`src/source/bridge_defs.svh`:
```
// Width and depth macros for the AXI to AHB-Lite bridge
// Shared by the RTL and the testbench
`ifndef BRIDGE_DEFS_SVH
`define BRIDGE_DEFS_SVH

// Address bus, one word
`define ADDR_W 32

// AXI beat and AHB word
`define AXI_DATA_W 64
`define AHB_DATA_W 32

// Transaction ID and burst length field
`define ID_W  4
`define LEN_W 4

// Burst buffer, one entry per AXI beat
`define BUF_DEPTH 16
`define BUF_AW    4

`endif

```
`src/source/axiPkg.sv`:
```
// AXI side types
// Response codes and the slave controller states
package axiPkg;

    // Only OKAY and SLVERR are ever returned
    typedef enum logic [1:0] {
        RESP_OKAY   = 2'b00,
        RESP_SLVERR = 2'b10
    } axiRespT;

    // One transaction at a time, write or read
    typedef enum logic [2:0] {
        S_IDLE,
        S_WDATA,
        S_WAIT,
        S_BRESP,
        S_RDATA
    } slaveStateT;

endpackage

```
`src/source/ahbPkg.sv`:
```
// AHB side types
// Transfer type, transfer size and the master controller states
package ahbPkg;

    // BUSY and SEQ never appear on the bus
    typedef enum logic [1:0] {
        H_IDLE   = 2'b00,
        H_BUSY   = 2'b01,
        H_NONSEQ = 2'b10,
        H_SEQ    = 2'b11
    } hTransT;

    typedef enum logic [2:0] {
        SIZE_BYTE = 3'b000,
        SIZE_HALF = 3'b001,
        SIZE_WORD = 3'b010
    } hSizeT;

    typedef enum logic [1:0] {
        M_IDLE,
        M_XFER,
        M_LAST,
        M_ACK
    } masterStateT;

endpackage

```
`src/source/burstRam.sv`:
```
// Burst buffer, one 64-bit entry per AXI beat
// Synchronous write, combinational read
`timescale 1ns/100ps
`include "bridge_defs.svh"

module burstRam (
    input  logic                   ACLK,
    input  logic                   wrEn,
    input  logic [`BUF_AW-1:0]     wrAddr,
    input  logic [`AXI_DATA_W-1:0] wrData,
    input  logic [`BUF_AW-1:0]     rdAddr,
    output logic [`AXI_DATA_W-1:0] rdData
);

    logic [`AXI_DATA_W-1:0] mem [`BUF_DEPTH];

    always_ff @(posedge ACLK)
    begin
        if (wrEn)
            mem[wrAddr] <= wrData;
    end

    // Zero latency read
    assign rdData = mem[rdAddr];

endmodule

```
`src/source/axiSlaveCtrl.sv`:
```
// AXI slave controller
// Channel handshakes, write buffer fill, read buffer drain
// and the requesting side of the req/ack handshake
`timescale 1ns/100ps
`include "bridge_defs.svh"

module axiSlaveCtrl (
    input  logic                   ACLK,
    input  logic                   rstN,
    // Write address
    input  logic                   awValid,
    output logic                   awReady,
    input  logic [`ADDR_W-1:0]     awAddr,
    input  logic [`LEN_W-1:0]      awLen,
    input  logic [`ID_W-1:0]       awId,
    // Write data
    input  logic                   wValid,
    output logic                   wReady,
    input  logic [`AXI_DATA_W-1:0] wData,
    input  logic                   wLast,
    // Write response
    output logic                   bValid,
    input  logic                   bReady,
    output axiPkg::axiRespT        bResp,
    output logic [`ID_W-1:0]       bId,
    // Read address
    input  logic                   arValid,
    output logic                   arReady,
    input  logic [`ADDR_W-1:0]     arAddr,
    input  logic [`LEN_W-1:0]      arLen,
    input  logic [`ID_W-1:0]       arId,
    // Read data
    output logic                   rValid,
    input  logic                   rReady,
    output logic [`AXI_DATA_W-1:0] rData,
    output logic                   rLast,
    output axiPkg::axiRespT        rResp,
    output logic [`ID_W-1:0]       rId,
    // Request to the AHB master
    output logic                   tranReq,
    output logic                   tranWrite,
    output logic [`ADDR_W-1:0]     tranAddr,
    output logic [`LEN_W-1:0]      tranLen,
    input  logic                   tranAck,
    input  logic                   tranErr,
    // Write buffer fill
    output logic                   wrBufEn,
    output logic [`BUF_AW-1:0]     wrBufAddr,
    output logic [`AXI_DATA_W-1:0] wrBufData,
    // Read buffer drain
    output logic [`BUF_AW-1:0]     rdBufAddr,
    input  logic [`AXI_DATA_W-1:0] rdBufData
);

    import axiPkg::*;

    slaveStateT           state;
    logic [`LEN_W-1:0]    beatCnt;
    logic [`LEN_W-1:0]    lenQ;
    logic [`ID_W-1:0]     idQ;
    logic [`ADDR_W-1:0]   addrQ;
    logic                 writeQ;
    logic                 errQ;
    logic                 lastBeat;
    logic                 wAccept;
    logic                 rAccept;

    //////////////////////////////
    // Channel handshakes
    //////////////////////////////

    // Write wins when both address channels are valid
    assign awReady = (state == S_IDLE) && awValid && !tranAck;
    assign arReady = (state == S_IDLE) && arValid && !awValid && !tranAck;
    assign wReady  = (state == S_WDATA);
    assign bValid  = (state == S_BRESP);
    assign rValid  = (state == S_RDATA);

    assign wAccept  = wValid && wReady;
    assign rAccept  = rValid && rReady;
    // The beat count ends a burst, wLast only marks it
    assign lastBeat = (beatCnt == lenQ);

    //////////////////////////////
    // Controller FSM
    //////////////////////////////

    always_ff @(posedge ACLK or negedge rstN)
    begin
        if (!rstN)
        begin
            state   <= S_IDLE;
            beatCnt <= '0;
            writeQ  <= 1'b0;
            errQ    <= 1'b0;
            tranReq <= 1'b0;
        end
        else
        begin
            case (state)
                S_IDLE:
                begin
                    beatCnt <= '0;
                    if (awReady)
                    begin
                        writeQ <= 1'b1;
                        state  <= S_WDATA;
                    end
                    else if (arReady)
                    begin
                        writeQ  <= 1'b0;
                        tranReq <= 1'b1;
                        state   <= S_WAIT;
                    end
                end
                S_WDATA:
                begin
                    if (wAccept)
                    begin
                        beatCnt <= beatCnt + 1'b1;
                        if (lastBeat)
                        begin
                            tranReq <= 1'b1;
                            state   <= S_WAIT;
                        end
                    end
                end
                S_WAIT:
                begin
                    // AHB side done, error flag is valid with the ack
                    if (tranAck)
                    begin
                        tranReq <= 1'b0;
                        errQ    <= tranErr;
                        beatCnt <= '0;
                        state   <= writeQ ? S_BRESP : S_RDATA;
                    end
                end
                S_BRESP:
                begin
                    if (bReady)
                        state <= S_IDLE;
                end
                S_RDATA:
                begin
                    if (rAccept)
                    begin
                        beatCnt <= beatCnt + 1'b1;
                        if (lastBeat)
                            state <= S_IDLE;
                    end
                end
                default:
                    state <= S_IDLE;
            endcase
        end
    end

    // Address, length and ID of the accepted transaction
    always_ff @(posedge ACLK)
    begin
        if (awReady)
        begin
            idQ   <= awId;
            lenQ  <= awLen;
            addrQ <= {awAddr[`ADDR_W-1:3], 3'b000};
        end
        else if (arReady)
        begin
            idQ   <= arId;
            lenQ  <= arLen;
            addrQ <= {arAddr[`ADDR_W-1:3], 3'b000};
        end
    end

    //////////////////////////////
    // Outputs
    //////////////////////////////

    assign wrBufEn   = wAccept;
    assign wrBufAddr = beatCnt;
    assign wrBufData = wData;
    assign rdBufAddr = beatCnt;

    assign tranWrite = writeQ;
    assign tranAddr  = addrQ;
    assign tranLen   = lenQ;

    assign bResp = errQ ? RESP_SLVERR : RESP_OKAY;
    assign bId   = idQ;
    // Same response on every read beat
    assign rResp = errQ ? RESP_SLVERR : RESP_OKAY;
    assign rId   = idQ;
    assign rData = rdBufData;
    assign rLast = rValid && lastBeat;

endmodule

```
`src/source/ahbMasterCtrl.sv`:
```
// AHB-Lite master controller
// Plays one buffered transaction out as single word transfers
`timescale 1ns/100ps
`include "bridge_defs.svh"

module ahbMasterCtrl (
    input  logic                   ACLK,
    input  logic                   rstN,
    // Request from the AXI side
    input  logic                   tranReq,
    input  logic                   tranWrite,
    input  logic [`ADDR_W-1:0]     tranAddr,
    input  logic [`LEN_W-1:0]      tranLen,
    output logic                   tranAck,
    output logic                   tranErr,
    // Write buffer read port
    output logic [`BUF_AW-1:0]     wrBufAddr,
    input  logic [`AXI_DATA_W-1:0] wrBufData,
    // Read buffer write port
    output logic                   rdBufEn,
    output logic [`BUF_AW-1:0]     rdBufAddr,
    output logic [`AXI_DATA_W-1:0] rdBufData,
    // AHB-Lite master
    output logic [`ADDR_W-1:0]     hAddr,
    output logic                   hWrite,
    output ahbPkg::hSizeT          hSize,
    output logic [2:0]             hBurst,
    output ahbPkg::hTransT         hTrans,
    output logic [`AHB_DATA_W-1:0] hWData,
    input  logic [`AHB_DATA_W-1:0] hRData,
    input  logic                   hReady,
    input  logic                   hResp
);

    import ahbPkg::*;

    masterStateT          state;
    // Word index, bit 0 picks the half of the beat
    logic [`LEN_W:0]      aCnt;
    logic [`LEN_W:0]      dCnt;
    logic [`LEN_W:0]      lastIdx;
    logic                 dPend;
    logic                 errQ;
    logic [`AHB_DATA_W-1:0] lowWordQ;

    assign lastIdx = {tranLen, 1'b1};

    //////////////////////////////
    // Address and data phases
    //////////////////////////////

    always_ff @(posedge ACLK or negedge rstN)
    begin
        if (!rstN)
        begin
            state <= M_IDLE;
            aCnt  <= '0;
            dCnt  <= '0;
            dPend <= 1'b0;
            errQ  <= 1'b0;
        end
        else
        begin
            case (state)
                M_IDLE:
                begin
                    if (tranReq)
                    begin
                        aCnt  <= '0;
                        errQ  <= 1'b0;
                        state <= M_XFER;
                    end
                end
                M_XFER:
                begin
                    if (hReady)
                    begin
                        if (aCnt == lastIdx)
                            state <= M_LAST;
                        else
                            aCnt <= aCnt + 1'b1;
                    end
                end
                // Final data phase still on the bus
                M_LAST:
                begin
                    if (hReady)
                        state <= M_ACK;
                end
                M_ACK:
                begin
                    if (!tranReq)
                        state <= M_IDLE;
                end
                default:
                    state <= M_IDLE;
            endcase

            // Address phase hands over to the data phase on hReady
            if (hReady)
            begin
                dPend <= (state == M_XFER);
                dCnt  <= aCnt;
            end

            // Sticky until the next request, later transfers still run
            if (dPend && hResp)
                errQ <= 1'b1;
        end
    end

    // Low read word waits here for its high half
    always_ff @(posedge ACLK)
    begin
        if (dPend && hReady && !tranWrite && !dCnt[0])
            lowWordQ <= hRData;
    end

    //////////////////////////////
    // Bus and buffer outputs
    //////////////////////////////

    assign hTrans = (state == M_XFER) ? H_NONSEQ : H_IDLE;
    assign hAddr  = tranAddr + {{(`ADDR_W-`LEN_W-3){1'b0}}, aCnt, 2'b00};
    assign hWrite = tranWrite;
    assign hSize  = SIZE_WORD;
    // Always SINGLE
    assign hBurst = 3'b000;

    assign wrBufAddr = dCnt[`LEN_W:1];
    assign hWData    = dCnt[0] ? wrBufData[`AXI_DATA_W-1:`AHB_DATA_W]
                               : wrBufData[`AHB_DATA_W-1:0];

    assign rdBufEn   = dPend && hReady && !tranWrite && dCnt[0];
    assign rdBufAddr = dCnt[`LEN_W:1];
    assign rdBufData = {hRData, lowWordQ};

    assign tranAck = (state == M_ACK);
    assign tranErr = errQ;

endmodule

```
`src/source/axiToAhbBridge.sv`:
```
// AXI to AHB-Lite bridge top level
// Slave and master controllers with the write and read burst buffers
`timescale 1ns/100ps
`include "bridge_defs.svh"

module axiToAhbBridge (
    input  logic                   ACLK,
    input  logic                   rstN,
    // AXI write address
    input  logic                   awValid,
    output logic                   awReady,
    input  logic [`ADDR_W-1:0]     awAddr,
    input  logic [`LEN_W-1:0]      awLen,
    input  logic [`ID_W-1:0]       awId,
    // AXI write data
    input  logic                   wValid,
    output logic                   wReady,
    input  logic [`AXI_DATA_W-1:0] wData,
    input  logic                   wLast,
    // AXI write response
    output logic                   bValid,
    input  logic                   bReady,
    output axiPkg::axiRespT        bResp,
    output logic [`ID_W-1:0]       bId,
    // AXI read address
    input  logic                   arValid,
    output logic                   arReady,
    input  logic [`ADDR_W-1:0]     arAddr,
    input  logic [`LEN_W-1:0]      arLen,
    input  logic [`ID_W-1:0]       arId,
    // AXI read data
    output logic                   rValid,
    input  logic                   rReady,
    output logic [`AXI_DATA_W-1:0] rData,
    output logic                   rLast,
    output axiPkg::axiRespT        rResp,
    output logic [`ID_W-1:0]       rId,
    // AHB-Lite master
    output logic [`ADDR_W-1:0]     hAddr,
    output logic                   hWrite,
    output ahbPkg::hSizeT          hSize,
    output logic [2:0]             hBurst,
    output ahbPkg::hTransT         hTrans,
    output logic [`AHB_DATA_W-1:0] hWData,
    input  logic [`AHB_DATA_W-1:0] hRData,
    input  logic                   hReady,
    input  logic                   hResp
);

    // Request handshake between the controllers
    logic                   tranReq;
    logic                   tranWrite;
    logic [`ADDR_W-1:0]     tranAddr;
    logic [`LEN_W-1:0]      tranLen;
    logic                   tranAck;
    logic                   tranErr;

    // Buffer ports
    logic                   wrBufEn;
    logic [`BUF_AW-1:0]     wrBufWrAddr;
    logic [`AXI_DATA_W-1:0] wrBufWrData;
    logic [`BUF_AW-1:0]     wrBufRdAddr;
    logic [`AXI_DATA_W-1:0] wrBufRdData;
    logic                   rdBufEn;
    logic [`BUF_AW-1:0]     rdBufWrAddr;
    logic [`AXI_DATA_W-1:0] rdBufWrData;
    logic [`BUF_AW-1:0]     rdBufRdAddr;
    logic [`AXI_DATA_W-1:0] rdBufRdData;

    axiSlaveCtrl i_axiSlaveCtrl (
        .*,
        .wrBufAddr (wrBufWrAddr),
        .wrBufData (wrBufWrData),
        .rdBufAddr (rdBufRdAddr),
        .rdBufData (rdBufRdData)
    );

    ahbMasterCtrl i_ahbMasterCtrl (
        .*,
        .wrBufAddr (wrBufRdAddr),
        .wrBufData (wrBufRdData),
        .rdBufAddr (rdBufWrAddr),
        .rdBufData (rdBufWrData)
    );

    // AXI side fills, AHB side drains
    burstRam wrBuf (
        .ACLK   (ACLK),
        .wrEn   (wrBufEn),
        .wrAddr (wrBufWrAddr),
        .wrData (wrBufWrData),
        .rdAddr (wrBufRdAddr),
        .rdData (wrBufRdData)
    );

    // AHB side fills, AXI side drains
    burstRam rdBuf (
        .ACLK   (ACLK),
        .wrEn   (rdBufEn),
        .wrAddr (rdBufWrAddr),
        .wrData (rdBufWrData),
        .rdAddr (rdBufRdAddr),
        .rdData (rdBufRdData)
    );

endmodule

```
`config.mk`:
```
export PLATFORM = sky130hd
export DESIGN_NAME = axiToAhbBridge
export DESIGN_NICKNAME = d
export VERILOG_FILES = /design/src/source/axiPkg.sv /design/src/source/ahbPkg.sv /design/src/source/burstRam.sv /design/src/source/axiSlaveCtrl.sv /design/src/source/ahbMasterCtrl.sv /design/src/source/axiToAhbBridge.sv
export VERILOG_INCLUDE_DIRS = /design/src /design/src/source
export SDC_FILE = /design/constraint.sdc
export NUM_CORES = 2
export LEC_CHECK = 0
export ABC_AREA = 1
export BUFFER_PORTS_ARGS = -buffer_cell sky130_fd_sc_hd__buf_2
export CAP_MARGIN = 20
export CORE_MARGIN = 5
export CORE_UTILIZATION = 55
export CTS_CLUSTER_SIZE = 8
export DETAILED_ROUTE_END_ITERATION = 7
export MAX_ROUTING_LAYER = met4
export PLACE_DENSITY = 0.72
export SLEW_MARGIN = 20
export SYNTH_ARGS = -nofsm -noshare
export SYNTH_HDL_FRONTEND = slang
export SYNTH_SLANG_ARGS = --single-unit
```
`constraint.sdc`:
```
create_clock -name ACLK -period 5.7 [get_ports ACLK]
set_clock_uncertainty 0.05 [all_clocks]
set_input_delay 0 -clock ACLK [delete_from_list [all_inputs] [get_ports ACLK]]
set_output_delay 0 -clock ACLK [all_outputs]
set_load 0.005 [all_outputs]
```
# After elaboration in Yosys (flattened, before gate mapping)
# Memory sizes are Yosys's and may differ from the RTL's.
# Cells that the tools add are included.
classes:
  muxes: 48
  add_sub_neg: 3
  reduce_logical: 33
  n_eq_ne: 24
ops:
  columns: ["cell", "n"]
  rows:
  - ["two-way mux 32 bit", 3]
  - ["adder 32 x 7 -> 32 bit", 1]
  - ["two-way mux 4 bit", 7]
  - ["two-way mux 3 bit", 9]
  - ["!= test 2 bit, second input constant", 11]
  - ["one-hot mux 4 bit (4 select lines)", 1]
  - ["two-way mux 5 bit", 3]
  - ["one-hot mux 3 bit (5 select lines)", 1]
  - ["two-way mux 1 bit", 14]
  - ["two-way mux 2 bit", 7]
  - ["logical AND 1 bit", 13]
  - ["one-hot mux 5 bit (2 select lines)", 1]
  - ["one-hot mux 2 bit (4 select lines)", 1]
  - ["AND reduction 4 bit", 2]
  - ["nonzero test 2 bit", 4]
  - ["AND reduction 7 bit", 1]
  - ["== test 3 x 2 -> 1 bit, second input constant", 2]
  - ["!= test 2 x 1 -> 1 bit, second input constant", 3]
  - ["AND reduction 2 bit", 3]
  - ["AND reduction 6 bit", 1]
  - ["adder 5 x 1 -> 5 bit, second input constant", 1]
  - ["== test 5 bit", 1]
  - ["AND reduction 5 bit", 1]
  - ["adder 4 x 1 -> 4 bit, second input constant", 1]
  - ["other kinds (12)", 16]
word_totals:
  mem_bits_rw: 2048
  register_bits: 93
  out_inout_bits: 155
  inputBits: 186
  mem_count: 2
mem_list:
  columns: ["memory", "depth", "word_bits", "rd", "rd_ports_with_merged_regs", "write_ports", "line", "rtl"]
  rows:
  - ["rdBuf.mem", 16, 64, 1, 0, 1, "burstRam.sv:15", "logic [`AXI_DATA_W-1:0] mem [`BUF_DEPTH];"]
  - ["wrBuf.mem", 16, 64, 1, 0, 1, "burstRam.sv:15", null]

# Longest topological paths before layout
logic_depth:
  word_depth: 7
  ltp_mapped: 11
  depth_no_buf: 11

# By module
# From an unflattened synthesis, not the netlist that was laid out.
hier_totals:
  hier_cells: 9171
  area_unflattened_um2: 94898.5
by_module_without_submodules:
  columns: ["module", "seq_area_each_um2", "n_inst", "area_per_inst_um2", "cells_each"]
  rows:
  - ["burstRam", 30749.5, 2, 44004.7, 4146]
  - ["ahbMasterCtrl", 1311.3, 1, 3465.8, 462]
  - ["axiSlaveCtrl", 1361.3, 1, 3423.3, 417]

# Least setup slack after synthesis
# Ideal clock, no wire load.
synth_path:
  path_type: "register to register"
  from: "reg i_axiSlaveCtrl.beatCnt[0] (netlist: i_axiSlaveCtrl.rdBufAddr[0])"
  to: "mem wrBuf.mem[0][0] (netlist bit) (enable)"
  synth_period_minus_slack_ps: 4465
  stages_incl_launch_ff: 8
  path_slack_ps: 1235
  required_ps: 5164
  t_arrival_ps: 3929
  path_cell_list: "dfrtp_1 -> buf_6 -> inv_4 -> buf_2 -> buf_2 -> ha_1 -> nand2_1 -> nor2_1"
synth_lines:
  columns: ["item", "line", "rtl"]
  rows:
  - ["start: declaration", "axiSlaveCtrl.sv:58", "logic [`LEN_W-1:0] beatCnt;"]
  - ["start signal: assignment", "axiSlaveCtrl.sv:120", "beatCnt <= beatCnt + 1'b1;"]
  - ["start signal: assignment", "axiSlaveCtrl.sv:148", "beatCnt <= beatCnt + 1'b1;"]
  - ["end: declaration", "burstRam.sv:15", null]
# Straight into the memory's write port.

# Worst setup path in the final report
layout_path:
  from: "reg i_ahbMasterCtrl.dCnt[2]"
  to: "out hWData[11]"
layout_between:
  elab_chain_len: 2
layout_lines:
  columns: ["item", "line", "rtl"]
  rows:
  - ["start: declaration", "ahbMasterCtrl.sv:40", "logic [`LEN_W:0] dCnt;"]
  - ["start signal: assignment", "ahbMasterCtrl.sv:103", "dCnt <= aCnt;"]
  - ["memory read (16 x 64 bit)", null, null]
  - ["two-way mux 32 bit", "ahbMasterCtrl.sv:131", "assign hWData = dCnt[0] ? wrBufData[`AXI_DATA_W-1:`AHB_DATA_W]"]
  - ["end: declaration", "axiToAhbBridge.sv:44", "output logic [`AHB_DATA_W-1:0] hWData,"]
# No other way between the ends.

==> results.cfg <==
[flow_run]
drv_cap = 0

[sta]
hold_violations = 0
worst_slew_pin_slew_ns = 1.24
maxSlewViolCount = 0
fmax_ghz = 0.205
rsz0062_at_grt = false
setup_tns_ns = 0
slew-limit-headroom_pct = 17.5
setup_violations = 0
period_share_pct = 85.8
final.min_clock_period_ns = 4.89

[drt]
drt_iter0_drc = 7734
firstDrtPassIters = 5
via_per_inst = 5.93
avgRoutedWirePerCell_um = 24.0
drc_errors = 0
wl_um = 241000
drtAntennaViolNets = 0
routed-via-count = 59500

[cts]
clockBufferDepth = 4
numClockSinks = 2141
path_clk_slew_ns = 0.06
cts_tree = built
cts_root_buf = clkbuf_16
clk_latency_ns = 0.90
cts_made_buffers = 318
htree_levels = 5

[critical_path]
critPathBufInv = 3
arrival_ns = 4.84
cpPeakStageDelay_ns = 0.96
worstPathMaxFanout = 74
endpoint_kind = output port
cpMostUsedCell = nand2_1
start_kind = flop
worst_ep_required_time_ns = 5.65
path_class = flop to output port
critPathSlowestCell = buf_4
crit_family = buffers and inverters
cp_cell_sequence = buf_4, buf_4, nand2_1, nand2_1, nand2_1, nand3_1, nor2_1, nor2_1, buf_2

[yosys]
yosysWarnings = 0
synth-seq-cells = 2141
yosysUniqueCellTypes = 38
yosysSeqAreaShare_pct = 74.3
netlist_instances = 7277
syn_avg_cell_area_um2 = 11.9
netlist_area_um2 = 86300

[pwr]
power.total_mw = 43.0
power.density_nw_per_um2 = 424
peakVddDrop_v = 0.000478
power.leakage_nw = 37.3

[finish]
syn_to_final_growth_pct = 17.5
nNetsFinal = 8112
drive_gt1_share_pct = 10.3
fillers = 10800
postLayoutCoreUtil_pct = 64.9

[place]
portBuffers = 322
gp_congestion = 0.889
dpl.hpwl_um = 116000

[global_route]
grt_start_max_net_pins = 217
grt_pass1_wl_um = 354000
overflow = 0
grt_pass1_vias = 57300
antenna_found_initial = 32
grt_usage_pct = 29.5

[die]
start_util_pct = 55.3
pin_count = 341
core-area_um2 = 156000
die_h_um = 406
die_w_um = 406
dieArea_um2 = 165000
std_cell_rows = 145

[hold_path]
hold_class = input pin to flop

[outcome]
outcome = completed
-- state kept, by name (all words and copies together), names as in the netlist --
register and count:
i_axiSlaveCtrl.state 3, i_axiSlaveCtrl.tranWrite 1, i_axiSlaveCtrl.bId 4, wrBuf.mem 1024, i_ahbMasterCtrl.dCnt 5, i_axiSlaveCtrl.errQ 1
rdBuf.mem 1024, i_axiSlaveCtrl.tranLen 4, i_axiSlaveCtrl.tranReq 1, i_axiSlaveCtrl.rdBufAddr 4, i_axiSlaveCtrl.tranAddr 29, i_ahbMasterCtrl.lowWordQ 32
i_ahbMasterCtrl.tranErr 1, i_ahbMasterCtrl.aCnt 5, i_ahbMasterCtrl.state 2, i_ahbMasterCtrl.dPend 1
-- cells by family after synthesis --
logic type | after synthesis | share of synthesized area (%)
AND/OR/NAND/NOR | 3805 | 17.2
flip-flops | 2141 | 74.3
AO/OA/AOI/OAI | 792 | 4.99
buffers and inverters | 491 | 2.95
XOR/XNOR | 31 | 0.315
adder cells (fa/ha/maj) | 14 | 0.212
other | 2 | 0.00870
multiplexers | 1 | 0.0130
-- report_power, final --
group          switching, mW  internal [mW]  total, mW
clock                   6.08           10.1       16.2
combinational           6.01           2.73       8.73
sequential             0.384           17.7       18.1
-- layout make-up --
cell class	instances	area, um2	share of cell area [%]
Antenna cell	23	57.6	0.0568
Clock buffer	348	8280	8.17
Clock inverter	4	62.6	0.0617
Inverter	65	284	0.280
Multi-Input combinational cell	4654	19900	19.7
Sequential cell	2141	64200	63.3
Tap cell	2058	2570	2.54
Timing Repair Buffer	732	6020	5.94
-- cells in the final DEF (no fill, tap or decap), drive strengths merged, types with 103 or more instances in the layout --
cell and n:
o21ai 525, nor2 690, nand2 2808, o22ai 257, dlygate4sd3 309, nand4 103, clkbuf 348, edfxtp 2117
buf 423, nand3 187
-- path summary, 6_finish.rpt --
check / startpoint / endpoint / slack (ns) / cells past startpoint
min in group asynchronous: rstN / i_axiSlaveCtrl.tranWrite / 0.12 / 4
min: hRData[18] / rdBuf.mem[10][50] / 0.04 / 2
max in group asynchronous: rstN / i_axiSlaveCtrl.rdBufAddr[1] / 5.25 / 4
min reg2reg: i_ahbMasterCtrl.tranErr / i_ahbMasterCtrl.tranErr / 0.46 / 1
max: i_ahbMasterCtrl.dCnt[2] / hWData[11] / 0.81 / 9
max reg2reg: i_ahbMasterCtrl.dCnt[2] / rdBuf.mem[12][9] / 1.86 / 4
-- through the flow --
stage	hold WS (ns)	setup slack (ns)	std cells	area, um2
final	0.0428	0.811	10000	101000
after global routing	0.0165	0.703	10000	101000
after CTS	0.00347	0.820	9998	101000
after detailed placement	-0.00122	1.86	9336	89800
after global placement	-0.0156	1.78	9332	89700
after floorplan	-0.346	1.23	7286	86400
-- layer usage --
metal | track usage [%] | wire, um | vias to the layer above
met5 | - | 0 | -
met4 | 11.3 | 8930 | 0
met1 | 39.8 | 93400 | 28700
met3 | 6.18 | 27200 | 622
li1 | - | - | 26400
met2 | 44.7 | 112000 | 3769
-- timing repair --
| item | in CTS | in global routing |
|---|---|---|
| setup buffers | 0 | 0 |
| hold buffers | 310 | 0 |
| endpoints found under the setup margin | 0 | 0 |
| resized for setup | 0 | 0 |
| endpoints found under the hold margin | 1690 | 0 |
-- cells in the mapped netlist (all sizes together) --
| cell type | number | share of area, % |
|---|---|---|
| nand2 | 2808 | 12 |
| nand4 | 103 | 0.75 |
| nand3b | 6 | 0.052 |
| or2 | 1 | 0.0073 |
| o22ai | 257 | 1.9 |
| dfrtp | 24 | 0.70 |
| clkbuf | 142 | 0.62 |
| edfxtp | 2117 | 74 |
| mux2 | 1 | 0.013 |
| and2 | 1 | 0.0073 |
| a22oi | 1 | 0.0087 |
| nor4 | 2 | 0.022 |
| fa | 1 | 0.023 |
| a22o | 1 | 0.010 |
| ha | 13 | 0.19 |
| a21boi | 1 | 0.013 |
| inv | 65 | 0.29 |
| buf | 284 | 2.0 |
| xor2 | 24 | 0.24 |
| nor3 | 7 | 0.046 |
| nor2 | 690 | 3.0 |
| xnor2 | 7 | 0.071 |
| conb | 2 | 0.0087 |
| o211ai | 1 | 0.0087 |
| nand3 | 187 | 1.1 |
| a21oi | 6 | 0.035 |
| o21ai | 525 | 3.0 |
Power figures use the tool's default switching activity.
